### config.mk
export PLATFORM = sky130hd
export DESIGN_NAME = core_top
export DESIGN_NICKNAME = d
export VERILOG_FILES = /design/src/core_pkg.sv /design/src/core_top.sv /design/src/decode_stage.sv /design/src/execute_stage.sv /design/src/fetch_stage.sv /design/src/operand_stage.sv
export SDC_FILE = /design/constraint.sdc
export NUM_CORES = 2
export LEC_CHECK = 0
export ABC_AREA = 1
export BUFFER_PORTS_ARGS = -buffer_cell sky130_fd_sc_hd__buf_2
export CAP_MARGIN = 10
export CELL_PAD_IN_SITES_DETAIL_PLACEMENT = 1
export CELL_PAD_IN_SITES_GLOBAL_PLACEMENT = 2
export CORE_MARGIN = 2
export CORE_UTILIZATION = 39
export CTS_CLUSTER_SIZE = 28
export DETAILED_ROUTE_END_ITERATION = 12
export PLACE_DENSITY_LB_ADDON = 0.1
export SKIP_LAST_GASP = 1
export SYNTH_ARGS = -nofsm -noshare
export SYNTH_HDL_FRONTEND = slang
export SYNTH_HIERARCHICAL = 1
export SYNTH_SLANG_ARGS = --single-unit
### constraint.sdc
create_clock -name aclk -period 13.1 [get_ports aclk]
set_input_delay 3.93 -clock aclk [delete_from_list [all_inputs] [get_ports aclk]]
set_output_delay 3.93 -clock aclk [all_outputs]
set_load 0.1 [all_outputs]
### src/core_pkg.sv
package core_pkg;

    localparam int XLEN     = 32;
    localparam int NUM_REGS = 32;

    typedef logic [XLEN-1:0] xlen_t;
    typedef logic [4:0]      reg_idx_t;

    // pc step between sequential instructions
    localparam xlen_t INST_BYTES = 32'd4;

    typedef enum logic [3:0] {
        OP_NOP,
        OP_ADD,
        OP_SUB,
        OP_AND,
        OP_OR,
        OP_XOR,
        OP_SLT,
        OP_SLTU,
        OP_ADDI,
        OP_LU12I,
        OP_BEQ,
        OP_BNE,
        OP_B,
        OP_BL
    } op_e;

    // ops that produce a register result
    function automatic logic op_writes_rd(input op_e op);
        logic wr;
        case (op)
            OP_ADD, OP_SUB, OP_AND, OP_OR, OP_XOR,
            OP_SLT, OP_SLTU, OP_ADDI, OP_LU12I, OP_BL: begin
                wr = 1'b1;
            end
            default: begin
                wr = 1'b0;
            end
        endcase
        return wr;
    endfunction

endpackage

### src/core_top.sv
`timescale 1ns/1ns

module core_top #(
    parameter core_pkg::xlen_t RESET_PC = 32'h1c000000
) (
    input  logic               aclk,
    input  logic               aresetn,
    output logic               o_wb_cyc,
    output logic               o_wb_stb,
    output core_pkg::xlen_t    o_wb_adr,
    input  logic               i_wb_ack,
    input  core_pkg::xlen_t    i_wb_dat,
    output logic               o_dbg_valid,
    output core_pkg::xlen_t    o_dbg_pc,
    output core_pkg::xlen_t    o_dbg_inst,
    output logic               o_dbg_rf_wen,
    output core_pkg::reg_idx_t o_dbg_rf_wnum,
    output core_pkg::xlen_t    o_dbg_rf_wdata
);
    import core_pkg::*;

    // fetch to decode
    logic     fd_valid;
    logic     fd_ready;
    xlen_t    fd_inst;
    xlen_t    fd_pc;
    // decode to operand
    logic     do_valid;
    logic     do_ready;
    op_e      do_op;
    reg_idx_t do_rd;
    reg_idx_t do_rj;
    reg_idx_t do_rk;
    xlen_t    do_imm;
    xlen_t    do_pc;
    xlen_t    do_inst;
    // operand to execute
    logic     oe_valid;
    op_e      oe_op;
    reg_idx_t oe_rd;
    xlen_t    oe_a;
    xlen_t    oe_b;
    xlen_t    oe_imm;
    xlen_t    oe_pc;
    xlen_t    oe_inst;
    // retirement write port and redirect
    logic     rf_wen;
    reg_idx_t rf_waddr;
    xlen_t    rf_wdata;
    logic     redirect;
    xlen_t    redirect_pc;

    fetch_stage #(
        .RESET_PC(RESET_PC)
    ) u_fetch (
        .aclk(aclk), .aresetn(aresetn),
        .o_wb_cyc(o_wb_cyc), .o_wb_stb(o_wb_stb), .o_wb_adr(o_wb_adr),
        .i_wb_ack(i_wb_ack), .i_wb_dat(i_wb_dat),
        .o_valid(fd_valid), .i_ready(fd_ready),
        .o_inst(fd_inst), .o_pc(fd_pc),
        .i_redirect(redirect), .i_redirect_pc(redirect_pc)
    );

    decode_stage u_decode (
        .aclk(aclk), .aresetn(aresetn),
        .i_valid(fd_valid), .i_inst(fd_inst), .i_pc(fd_pc),
        .i_ready(do_ready), .i_flush(redirect),
        .o_ready(fd_ready), .o_valid(do_valid), .o_op(do_op),
        .o_rd(do_rd), .o_rj(do_rj), .o_rk(do_rk),
        .o_imm(do_imm), .o_pc(do_pc), .o_inst(do_inst)
    );

    operand_stage u_operand (
        .aclk(aclk), .aresetn(aresetn), .i_flush(redirect),
        .i_valid(do_valid), .i_op(do_op),
        .i_rd(do_rd), .i_rj(do_rj), .i_rk(do_rk),
        .i_imm(do_imm), .i_pc(do_pc), .i_inst(do_inst),
        .i_wen(rf_wen), .i_waddr(rf_waddr), .i_wdata(rf_wdata),
        .o_ready(do_ready), .o_valid(oe_valid), .o_op(oe_op), .o_rd(oe_rd),
        .o_a(oe_a), .o_b(oe_b), .o_imm(oe_imm), .o_pc(oe_pc), .o_inst(oe_inst)
    );

    execute_stage u_execute (
        .aclk(aclk), .aresetn(aresetn),
        .i_valid(oe_valid), .i_op(oe_op), .i_rd(oe_rd),
        .i_a(oe_a), .i_b(oe_b), .i_imm(oe_imm), .i_pc(oe_pc), .i_inst(oe_inst),
        .o_redirect(redirect), .o_redirect_pc(redirect_pc),
        .o_wen(rf_wen), .o_waddr(rf_waddr), .o_wdata(rf_wdata),
        .o_dbg_valid(o_dbg_valid), .o_dbg_pc(o_dbg_pc), .o_dbg_inst(o_dbg_inst),
        .o_dbg_rf_wen(o_dbg_rf_wen), .o_dbg_rf_wnum(o_dbg_rf_wnum),
        .o_dbg_rf_wdata(o_dbg_rf_wdata)
    );

endmodule

### src/decode_stage.sv
`timescale 1ns/1ns

module decode_stage (
    input  logic               aclk,
    input  logic               aresetn,
    input  logic               i_valid,
    input  core_pkg::xlen_t    i_inst,
    input  core_pkg::xlen_t    i_pc,
    input  logic               i_ready,
    input  logic               i_flush,
    output logic               o_ready,
    output logic               o_valid,
    output core_pkg::op_e      o_op,
    output core_pkg::reg_idx_t o_rd,
    output core_pkg::reg_idx_t o_rj,
    output core_pkg::reg_idx_t o_rk,
    output core_pkg::xlen_t    o_imm,
    output core_pkg::xlen_t    o_pc,
    output core_pkg::xlen_t    o_inst
);
    import core_pkg::*;

    // la32r major opcode fields
    localparam logic [16:0] F3R_ADD    = 17'h00020;
    localparam logic [16:0] F3R_SUB    = 17'h00022;
    localparam logic [16:0] F3R_SLT    = 17'h00024;
    localparam logic [16:0] F3R_SLTU   = 17'h00025;
    localparam logic [16:0] F3R_AND    = 17'h00029;
    localparam logic [16:0] F3R_OR     = 17'h0002a;
    localparam logic [16:0] F3R_XOR    = 17'h0002b;
    localparam logic [9:0]  F2RI_ADDI  = 10'h00a;
    localparam logic [6:0]  F1RI_LU12I = 7'h0a;
    localparam logic [5:0]  FBR_B      = 6'h14;
    localparam logic [5:0]  FBR_BL     = 6'h15;
    localparam logic [5:0]  FBR_BEQ    = 6'h16;
    localparam logic [5:0]  FBR_BNE    = 6'h17;

    reg_idx_t f_rd;
    reg_idx_t f_rj;
    reg_idx_t f_rk;
    op_e      op3r;
    op_e      dec_op;
    reg_idx_t dec_rd;
    reg_idx_t dec_rj;
    reg_idx_t dec_rk;
    xlen_t    dec_imm;

    assign f_rd = i_inst[4:0];
    assign f_rj = i_inst[9:5];
    assign f_rk = i_inst[14:10];

    always_comb begin
        case (i_inst[31:15])
            F3R_ADD:  op3r = OP_ADD;
            F3R_SUB:  op3r = OP_SUB;
            F3R_SLT:  op3r = OP_SLT;
            F3R_SLTU: op3r = OP_SLTU;
            F3R_AND:  op3r = OP_AND;
            F3R_OR:   op3r = OP_OR;
            F3R_XOR:  op3r = OP_XOR;
            default:  op3r = OP_NOP;
        endcase
    end

    // unused source and dest indices stay at r0 so the hazard check ignores them
    always_comb begin
        dec_op  = OP_NOP;
        dec_rd  = '0;
        dec_rj  = '0;
        dec_rk  = '0;
        dec_imm = '0;
        if (op3r != OP_NOP) begin
            dec_op = op3r;
            dec_rd = f_rd;
            dec_rj = f_rj;
            dec_rk = f_rk;
        end else if (i_inst[31:22] == F2RI_ADDI) begin
            dec_op  = OP_ADDI;
            dec_rd  = f_rd;
            dec_rj  = f_rj;
            dec_imm = {{20{i_inst[21]}}, i_inst[21:10]};
        end else if (i_inst[31:25] == F1RI_LU12I) begin
            dec_op  = OP_LU12I;
            dec_rd  = f_rd;
            dec_imm = {i_inst[24:5], 12'b0};
        end else begin
            case (i_inst[31:26])
                FBR_BEQ, FBR_BNE: begin
                    dec_op  = (i_inst[26]) ? OP_BNE : OP_BEQ;
                    // second compare operand sits in the rd field
                    dec_rj  = f_rj;
                    dec_rk  = f_rd;
                    dec_imm = {{14{i_inst[25]}}, i_inst[25:10], 2'b00};
                end
                FBR_B, FBR_BL: begin
                    dec_op  = (i_inst[26]) ? OP_BL : OP_B;
                    dec_rd  = (i_inst[26]) ? 5'd1 : 5'd0;
                    dec_imm = {{4{i_inst[9]}}, i_inst[9:0], i_inst[25:10], 2'b00};
                end
                default: begin
                    dec_op = OP_NOP;
                end
            endcase
        end
    end

    assign o_ready = !o_valid || i_ready;

    always_ff @(posedge aclk) begin
        if (!aresetn) begin
            o_valid <= 1'b0;
        end else if (i_flush) begin
            o_valid <= 1'b0;
        end else if (o_ready) begin
            o_valid <= i_valid;
        end
    end

    always_ff @(posedge aclk) begin
        if (o_ready && i_valid) begin
            o_op   <= dec_op;
            o_rd   <= dec_rd;
            o_rj   <= dec_rj;
            o_rk   <= dec_rk;
            o_imm  <= dec_imm;
            o_pc   <= i_pc;
            o_inst <= i_inst;
        end
    end

endmodule

### src/execute_stage.sv
`timescale 1ns/1ns

module execute_stage (
    input  logic               aclk,
    input  logic               aresetn,
    input  logic               i_valid,
    input  core_pkg::op_e      i_op,
    input  core_pkg::reg_idx_t i_rd,
    input  core_pkg::xlen_t    i_a,
    input  core_pkg::xlen_t    i_b,
    input  core_pkg::xlen_t    i_imm,
    input  core_pkg::xlen_t    i_pc,
    input  core_pkg::xlen_t    i_inst,
    output logic               o_redirect,
    output core_pkg::xlen_t    o_redirect_pc,
    output logic               o_wen,
    output core_pkg::reg_idx_t o_waddr,
    output core_pkg::xlen_t    o_wdata,
    output logic               o_dbg_valid,
    output core_pkg::xlen_t    o_dbg_pc,
    output core_pkg::xlen_t    o_dbg_inst,
    output logic               o_dbg_rf_wen,
    output core_pkg::reg_idx_t o_dbg_rf_wnum,
    output core_pkg::xlen_t    o_dbg_rf_wdata
);
    import core_pkg::*;

    xlen_t    result;
    logic     taken;
    logic     ret_valid;
    logic     ret_wen;
    reg_idx_t ret_rd;
    xlen_t    ret_data;
    xlen_t    ret_pc;
    xlen_t    ret_inst;

    always_comb begin
        result = '0;
        taken  = 1'b0;
        case (i_op)
            OP_ADD:   result = i_a + i_b;
            OP_SUB:   result = i_a - i_b;
            OP_AND:   result = i_a & i_b;
            OP_OR:    result = i_a | i_b;
            OP_XOR:   result = i_a ^ i_b;
            OP_SLT:   result = {31'b0, $signed(i_a) < $signed(i_b)};
            OP_SLTU:  result = {31'b0, i_a < i_b};
            OP_ADDI:  result = i_a + i_imm;
            OP_LU12I: result = i_imm;
            OP_BEQ:   taken  = (i_a == i_b);
            OP_BNE:   taken  = (i_a != i_b);
            OP_B:     taken  = 1'b1;
            OP_BL: begin
                taken  = 1'b1;
                // link address into r1
                result = i_pc + INST_BYTES;
            end
            default: begin
                result = '0;
            end
        endcase
    end

    assign o_redirect    = i_valid && taken;
    assign o_redirect_pc = i_pc + i_imm;

    always_ff @(posedge aclk) begin
        if (!aresetn) begin
            ret_valid <= 1'b0;
            ret_wen   <= 1'b0;
        end else begin
            ret_valid <= i_valid;
            ret_wen   <= i_valid && op_writes_rd(i_op) && (i_rd != '0);
        end
    end

    always_ff @(posedge aclk) begin
        ret_rd   <= i_rd;
        ret_data <= result;
        ret_pc   <= i_pc;
        ret_inst <= i_inst;
    end

    assign o_wen          = ret_wen;
    assign o_waddr        = ret_rd;
    assign o_wdata        = ret_data;
    assign o_dbg_valid    = ret_valid;
    assign o_dbg_pc       = ret_pc;
    assign o_dbg_inst     = ret_inst;
    assign o_dbg_rf_wen   = ret_wen;
    assign o_dbg_rf_wnum  = ret_rd;
    assign o_dbg_rf_wdata = ret_data;

endmodule

### src/fetch_stage.sv
`timescale 1ns/1ns

module fetch_stage #(
    parameter core_pkg::xlen_t RESET_PC = 32'h1c000000
) (
    input  logic            aclk,
    input  logic            aresetn,
    output logic            o_wb_cyc,
    output logic            o_wb_stb,
    output core_pkg::xlen_t o_wb_adr,
    input  logic            i_wb_ack,
    input  core_pkg::xlen_t i_wb_dat,
    output logic            o_valid,
    input  logic            i_ready,
    output core_pkg::xlen_t o_inst,
    output core_pkg::xlen_t o_pc,
    input  logic            i_redirect,
    input  core_pkg::xlen_t i_redirect_pc
);
    import core_pkg::*;

    typedef enum logic [0:0] {
        FS_IDLE,
        FS_BUS
    } fetch_state_e;

    fetch_state_e state;
    xlen_t        pc;
    xlen_t        bus_adr;
    logic         drop;
    logic         buf_valid;
    xlen_t        buf_inst;
    xlen_t        buf_pc;
    logic         start;
    logic         keep;
    logic         drain;

    // a new cycle only when the buffer is free by the time data can land
    assign start = (state == FS_IDLE) && (!buf_valid || i_ready) && !i_redirect;
    // word from a redirected cycle is thrown away
    assign keep  = (state == FS_BUS) && i_wb_ack && !drop && !i_redirect;
    assign drain = buf_valid && i_ready;

    always_ff @(posedge aclk) begin
        if (!aresetn) begin
            state <= FS_IDLE;
        end else begin
            case (state)
                FS_IDLE: begin
                    if (start) begin
                        state <= FS_BUS;
                    end
                end
                FS_BUS: begin
                    if (i_wb_ack) begin
                        state <= FS_IDLE;
                    end
                end
                default: begin
                    state <= FS_IDLE;
                end
            endcase
        end
    end

    always_ff @(posedge aclk) begin
        if (!aresetn) begin
            drop <= 1'b0;
        end else if (state == FS_BUS && i_wb_ack) begin
            drop <= 1'b0;
        end else if (state == FS_BUS && i_redirect) begin
            drop <= 1'b1;
        end
    end

    always_ff @(posedge aclk) begin
        if (!aresetn) begin
            pc <= RESET_PC;
        end else if (i_redirect) begin
            pc <= i_redirect_pc;
        end else if (keep) begin
            pc <= pc + INST_BYTES;
        end
    end

    // address held stable for the whole cycle
    always_ff @(posedge aclk) begin
        if (start) begin
            bus_adr <= pc;
        end
    end

    always_ff @(posedge aclk) begin
        if (!aresetn) begin
            buf_valid <= 1'b0;
        end else if (i_redirect) begin
            buf_valid <= 1'b0;
        end else if (keep) begin
            buf_valid <= 1'b1;
        end else if (drain) begin
            buf_valid <= 1'b0;
        end
    end

    always_ff @(posedge aclk) begin
        if (keep) begin
            buf_inst <= i_wb_dat;
            buf_pc   <= bus_adr;
        end
    end

    assign o_wb_cyc = (state == FS_BUS);
    assign o_wb_stb = (state == FS_BUS);
    assign o_wb_adr = bus_adr;
    assign o_valid  = buf_valid;
    assign o_inst   = buf_inst;
    assign o_pc     = buf_pc;

endmodule

### src/operand_stage.sv
`timescale 1ns/1ns

module operand_stage (
    input  logic               aclk,
    input  logic               aresetn,
    input  logic               i_flush,
    input  logic               i_valid,
    input  core_pkg::op_e      i_op,
    input  core_pkg::reg_idx_t i_rd,
    input  core_pkg::reg_idx_t i_rj,
    input  core_pkg::reg_idx_t i_rk,
    input  core_pkg::xlen_t    i_imm,
    input  core_pkg::xlen_t    i_pc,
    input  core_pkg::xlen_t    i_inst,
    input  logic               i_wen,
    input  core_pkg::reg_idx_t i_waddr,
    input  core_pkg::xlen_t    i_wdata,
    output logic               o_ready,
    output logic               o_valid,
    output core_pkg::op_e      o_op,
    output core_pkg::reg_idx_t o_rd,
    output core_pkg::xlen_t    o_a,
    output core_pkg::xlen_t    o_b,
    output core_pkg::xlen_t    o_imm,
    output core_pkg::xlen_t    o_pc,
    output core_pkg::xlen_t    o_inst
);
    import core_pkg::*;

    xlen_t regs [NUM_REGS];
    xlen_t rdata_j;
    xlen_t rdata_k;
    logic  hazard;

    // r0 reads zero, a write in flight is forwarded
    function automatic xlen_t rf_read(
        input reg_idx_t idx,
        input xlen_t    stored,
        input logic     wen,
        input reg_idx_t waddr,
        input xlen_t    wdata
    );
        xlen_t val;
        if (idx == '0) begin
            val = '0;
        end else if (wen && waddr == idx) begin
            val = wdata;
        end else begin
            val = stored;
        end
        return val;
    endfunction

    always_ff @(posedge aclk) begin
        if (i_wen) begin
            regs[i_waddr] <= i_wdata;
        end
    end

    assign rdata_j = rf_read(i_rj, regs[i_rj], i_wen, i_waddr, i_wdata);
    assign rdata_k = rf_read(i_rk, regs[i_rk], i_wen, i_waddr, i_wdata);

    // result of the instruction now in execute is not in the file yet
    assign hazard  = o_valid && (o_rd != '0) && (o_rd == i_rj || o_rd == i_rk);
    assign o_ready = !hazard;

    always_ff @(posedge aclk) begin
        if (!aresetn) begin
            o_valid <= 1'b0;
        end else begin
            o_valid <= i_valid && !hazard && !i_flush;
        end
    end

    always_ff @(posedge aclk) begin
        o_op   <= i_op;
        o_rd   <= i_rd;
        o_a    <= rdata_j;
        o_b    <= rdata_k;
        o_imm  <= i_imm;
        o_pc   <= i_pc;
        o_inst <= i_inst;
    end

endmodule

Word-level counts from Yosys, hierarchy flattened
Memories as Yosys holds them, arrays and structs flattened. A register that Yosys moved wholly into a read port is not among the register bits. Index checks and enable logic that the tools add are counted.

Reduce and logical (&&, ||, !) cells: 33. Multiplexer cells: 35. Bitwise logic cells: 5. Equality and inequality tests: 30. Shift operators: 0. Divide/modulo/power cells: 0. $mul: 0. Add/sub/neg operators: 6. Magnitude comparators: 2.

Operators with widths (number): one-hot mux 32 bit (10 select lines) (1); two-way mux 32 bit (4); == test 17 x 6 -> 1 bit, second input constant (7); adder 32 bit (3); adder 32 x 3 -> 32 bit, second input constant (2); less-than comparator 32 bit (2); one-hot mux 32 bit (2 select lines) (1); two-way mux 5 bit (12); bitwise AND 32 bit (1); == test 32 bit (1); inequality test 32 bit (1); OR 32 bit (1); subtractor 32 bit (1); bitwise XOR 32 bit (1); == test 4 bit, second input constant (6); == test 6 x 5 -> 1 bit, second input constant (4); one-hot mux 3 bit (7 select lines) (1); == test 4 x 3 -> 1 bit, second input constant (4); logical AND 1 bit (14); two-way mux 4 bit (3); == test 10 x 4 -> 1 bit, second input constant (1); == test 5 bit (2); zero test 5 bit (2); two-way mux 1 bit (10); other kinds (13) (26).

Memories: 2. Memory bits (read-only): 16. Bits in registers: 456. Bits in latches: 0. Memory bits (writable): 1024. Output and inout port bits: 137.

Memories: u_operand.regs (depth 32, bits a word 32, read ports 2, clocked after memory_dff 2, write ports 1, RTL line operand_stage.sv:30) `xlen_t regs [NUM_REGS];`; (name not given) (depth 16, bits a word 1, read ports 1, clocked after memory_dff 1, write ports 0, RTL line core_pkg.sv:32) `case (op)`.

Depth between registers and ports, before layout
Depth in word-level cells: 10. Depth in mapped cells: 20. Depth with buffers taken out: 19.

Modules after synthesis
Netlist, hierarchy kept.

By module, submodules not included: operand_stage (sequential area each 34152.8 um2, cells an instance 6513, times used 1, area each 57760.4 um2); execute_stage (sequential area each 2062.0 um2, cells an instance 2221, times used 1, area each 12942.4 um2); fetch_stage (sequential area each 3583.4 um2, cells an instance 484, times used 1, area each 5246.3 um2); decode_stage (sequential area each 3473.3 um2, cells an instance 319, times used 1, area each 4489.3 um2).

Worst setup path after synthesis
Ideal clock, no wire load.

Kind: flip-flop to flip-flop. Start: register u_decode.o_rk[0]. End: register u_decode.o_imm[0], enable pin. Arrival time: 9.586 ns. Library setup time: 0.765 ns. Period minus slack after synthesis: 10.351 ns. Setup slack: 2.749 ns. Cell stages (with the launch flop): 11. Path buffers: 4. Cells stage by stage: edfxtp_1 -> buf_4 -> buf_6 -> buf_2 -> buf_2 -> xnor2_1 -> nand4_1 -> nand2_1 -> nand3_1 -> inv_1 -> a21boi_0.

Longest elaborated chain between the ends: 6.

Ends and longest elaborated chain: from (decl) (RTL line decode_stage.sv:16) `output core_pkg::reg_idx_t o_rk,`; from (signal assigned) (RTL line decode_stage.sv:124) `o_rk <= dec_rk;`; == test 5 bit (RTL line operand_stage.sv:64) `assign hazard = o_valid && (o_rd != '0) && (o_rd == i_rj || o_rd == i_rk);`; logical OR 1 bit (RTL line operand_stage.sv:64); logical AND 1 bit (RTL line operand_stage.sv:64); zero test 1 bit (RTL line operand_stage.sv:65) `assign o_ready = !hazard;`; named net do_ready (RTL line core_top.sv:29) `logic do_ready;`; logical OR 1 bit (RTL line decode_stage.sv:107) `assign o_ready = !o_valid || i_ready;`; logical AND 1 bit (RTL line decode_stage.sv:120) `if (o_ready && i_valid) begin`; to (signal assigned) (RTL line decode_stage.sv:125) `o_imm <= dec_imm;`; to (decl) (RTL line decode_stage.sv:17) `output core_pkg::xlen_t o_imm,`.

The timed path passes the listed nets, and every way through them passes these cells. A chain may end at the register's enable or synchronous reset.

Worst setup path after layout
Start: register u_execute.ret_data[28] (netlist: u_execute/o_dbg_rf_wdata[28]). End: output port o_dbg_rf_wdata[28].

RTL lines: from (decl) (RTL line execute_stage.sv:33) `xlen_t ret_data;`; from (signal assigned) (RTL line execute_stage.sv:79) `ret_data <= result;`; to (decl) (RTL line core_top.sv:18) `output core_pkg::xlen_t o_dbg_rf_wdata`.

No word-level cell between the ends.

==> impl_metrics.toml <==
[timing]
maxSlewViolCount = 0
period_share_pct = 50.4
relSlewSlack_pct = 12.9
worst_pin_slew_ps = 1310
setup_violations = 0
skew_ps = 35.6
fmax_mhz = 151
finalHoldViolations = 0
finalCriticalPeriod_ps = 6610
rsz0062_at_grt = "no"
tns_ps = 0
holdWs_ps = 326

[clock_network]
cts_tree = "done"
worst_skew_pair.late_latency_ps = 860
path_clk_slew_ps = 60
cts_buffers = 175
h-tree-depth = 4
cts_buffer_depth = 3
cts-root-buf = "clkbuf_16"
cts_sinks = 1544
cts_setup_buffers = 0
holdBufCountCts = 0
cts.repair.resized = 0

[detailed_routing]
drt_wl_total_um = 356000
drtIter0Drc = 6412
vias = 70235
ant_nets = 0
top_layer = "met5"
wl_per_cell_um = 28.9
route.met2.wl_um = 164000
first_pass_iters = 5
route.met3.wl_um = 20900
wl_met1_um = 155000
drc = 0
vias_per_cell = 5.69

[finish]
area_growth_pct = 11.1
final_nets = 9712
num-fill-cells = 24000
layout-drive-gt1-share_pct = 8.07
multiInputGateArea_um2 = 29900
layout.cells.non_filler = 12349
regArea_um2 = 43300

[die]
num_rows = 166
io_pins = 172
die-area_um2 = 210000
core_area_um2 = 205000
die_h_um = 458
die_x_um = 458
start_util_pct = 39.3

[logic_synthesis]
synthXorXnorAreaFrac_pct = 0.501
synth.avg_cell_area_um2 = 8.43
synth_adder_area_share_pct = 2.66
synthFlopType = "edfxtp_1"
yosys-top-cells-area = "edfxtp_1, nand2_1, nand3_1"
yosys-mux-area-fraction_pct = 0
synth_edf_count = 1235
yosys_warnings = 6
synthesis.nets = 9741
synthDominantCellAreaShare_pct = 46.1
synth_area_um2 = 80400
synth_area_leader_cell = "edfxtp_1"
synth_seq_area_share_pct = 53.8
netlist_instances = 9537
synth-seq-cells = 1544
synth_compound_area_share_pct = 8.28
synth.most_common_cell = "nand2_1"
synth-simple-area-share_pct = 25.4
synth_cell_types = 54
async_flop_share_pct = 0
yosys-top-cells-count = "nand2_1, nand3_1, inv_1, edfxtp_1, nor2_1"
synth_top_family_by_area = "simple AND/OR/NAND/NOR gates"

[flow_run]
maxCapViolCount = 0

[pwr]
p_leak_uw = 0.0381
ir_worst_vdd_mv = 0.140
powerDensity_nw_per_um2 = 127

[status]
run_status = "finished clean"

[global_routing]
antenna_found_initial = 16
grt_use_total_pct = 33.2
grt_max_degree = 184
grt_pass1_vias = 70382
grt_pass1_wl_um = 504000
overflow = 0

[setup_path]
cp_slowest_cell = "dfxtp_1"
path_delay_family = "flip-flops"
worstPathRequired_ps = 9170
cp_max_fo = 35
endpoint_kind = "output pin"
crit_chain = "buf_2"
critPathArrivalTime_ps = 2680
path_buf_inv = 1
cpPeakStageDelay_ps = 1070
start_kind = "flip-flop"
worst-setup-path-type = "reg -> out"

[placed_design]
hpwl_um = 221000
gp_congestion = 0.976
io_buffers = 171
place_inst = 12018

[hold_path]
hold_class = "reg -> reg"
[placed cells by master, fill, tap and decap left out, drive strengths merged, types with 72 or more instances in the layout]
| master | n |
|---|---|
| inv | 1297 |
| o211ai | 197 |
| a21oi | 394 |
| o21ai | 421 |
| nor2 | 655 |
| dfxtp | 309 |
| ha | 166 |
| edfxtp | 1235 |
| nand3 | 1442 |
| clkbuf | 240 |
| nand2 | 2536 |
| or2 | 72 |
| buf | 327 |
[worst paths after layout]
path / startpoint / end / slack [ps] / cells past startpoint
worst max-delay path: u_execute/o_dbg_rf_wdata[28] / o_dbg_rf_wdata[28] / 6490 / 1
worst min-delay path: u_operand/o_inst[18] / u_execute/o_dbg_inst[18] / 330 / 0
worst max register to register: u_operand/o_a[12] / u_fetch/pc[4] / 8570 / 16
worst min register to register: u_operand/o_inst[18] / u_execute/o_dbg_inst[18] / 330 / 0
[state kept, by name (all words and copies together), names as in the netlist, 32 cells and up]
name                      cells
u_operand/o_inst             32
u_fetch/o_inst               32
u_fetch/o_pc                 32
u_operand/regs             1024
u_execute/o_dbg_rf_wdata     32
u_execute/o_dbg_inst         32
u_operand/o_b                32
u_operand/o_a                32
u_fetch/o_wb_adr             32
u_operand/o_pc               32
u_operand/o_imm              32
u_decode/o_imm               32
u_decode/o_pc                32
u_execute/o_dbg_pc           32
u_decode/o_inst              32
u_fetch/pc                   32
[metrics by stage]
step	power (uW)	utilization [%]	instance area, um2	setup WS (ps)
finish	11400	43.7	89400	6490
global route	11700	43.6	89400	6360
CTS	11400	43.6	89400	6340
detailed placement	6500	40.8	83600	7260
global placement	6480	40.8	83600	7310
floorplan	6140	-	80400	2750
[cell type report]
| class | count | area share (%) |
|---|---|---|
| sequential | 1544 | 48.4 |
| multi-input combinational | 6171 | 33.5 |
| clock buffer | 240 | 5.48 |
| inverter | 1289 | 5.46 |
| tap | 2688 | 3.76 |
| timing repair buffer | 327 | 2.49 |
| clock inverter | 81 | 0.917 |
| antenna | 9 | 0.0252 |
[routing by layer]
layer,up-vias,track usage [%]
met5,-,0
met3,635,4.24
li1,31443,-
met1,35795,44.8
met2,2358,53.7
met4,4,14.2
[logic make-up (layout without fill, tap and decap cells)]
kind of cell | Yosys count | count (layout)
DFF | 1544 | 1544
AOI/OAI and AO/OA | 1157 | 1157
adders and majority gates | 169 | 169
and+or+nand+nor | 4799 | 4799
buffers and inverters | 1822 | 1937
other | 0 | 9
xor gates and xnor gates | 46 | 46
[power breakdown]
part           switching (uW)  internal [uW]  total, uW
Sequential               65.3           5380       5440
Combinational             759            210        970
Clock                    2100           2850       4940
Power figures use the tool's default switching activity.
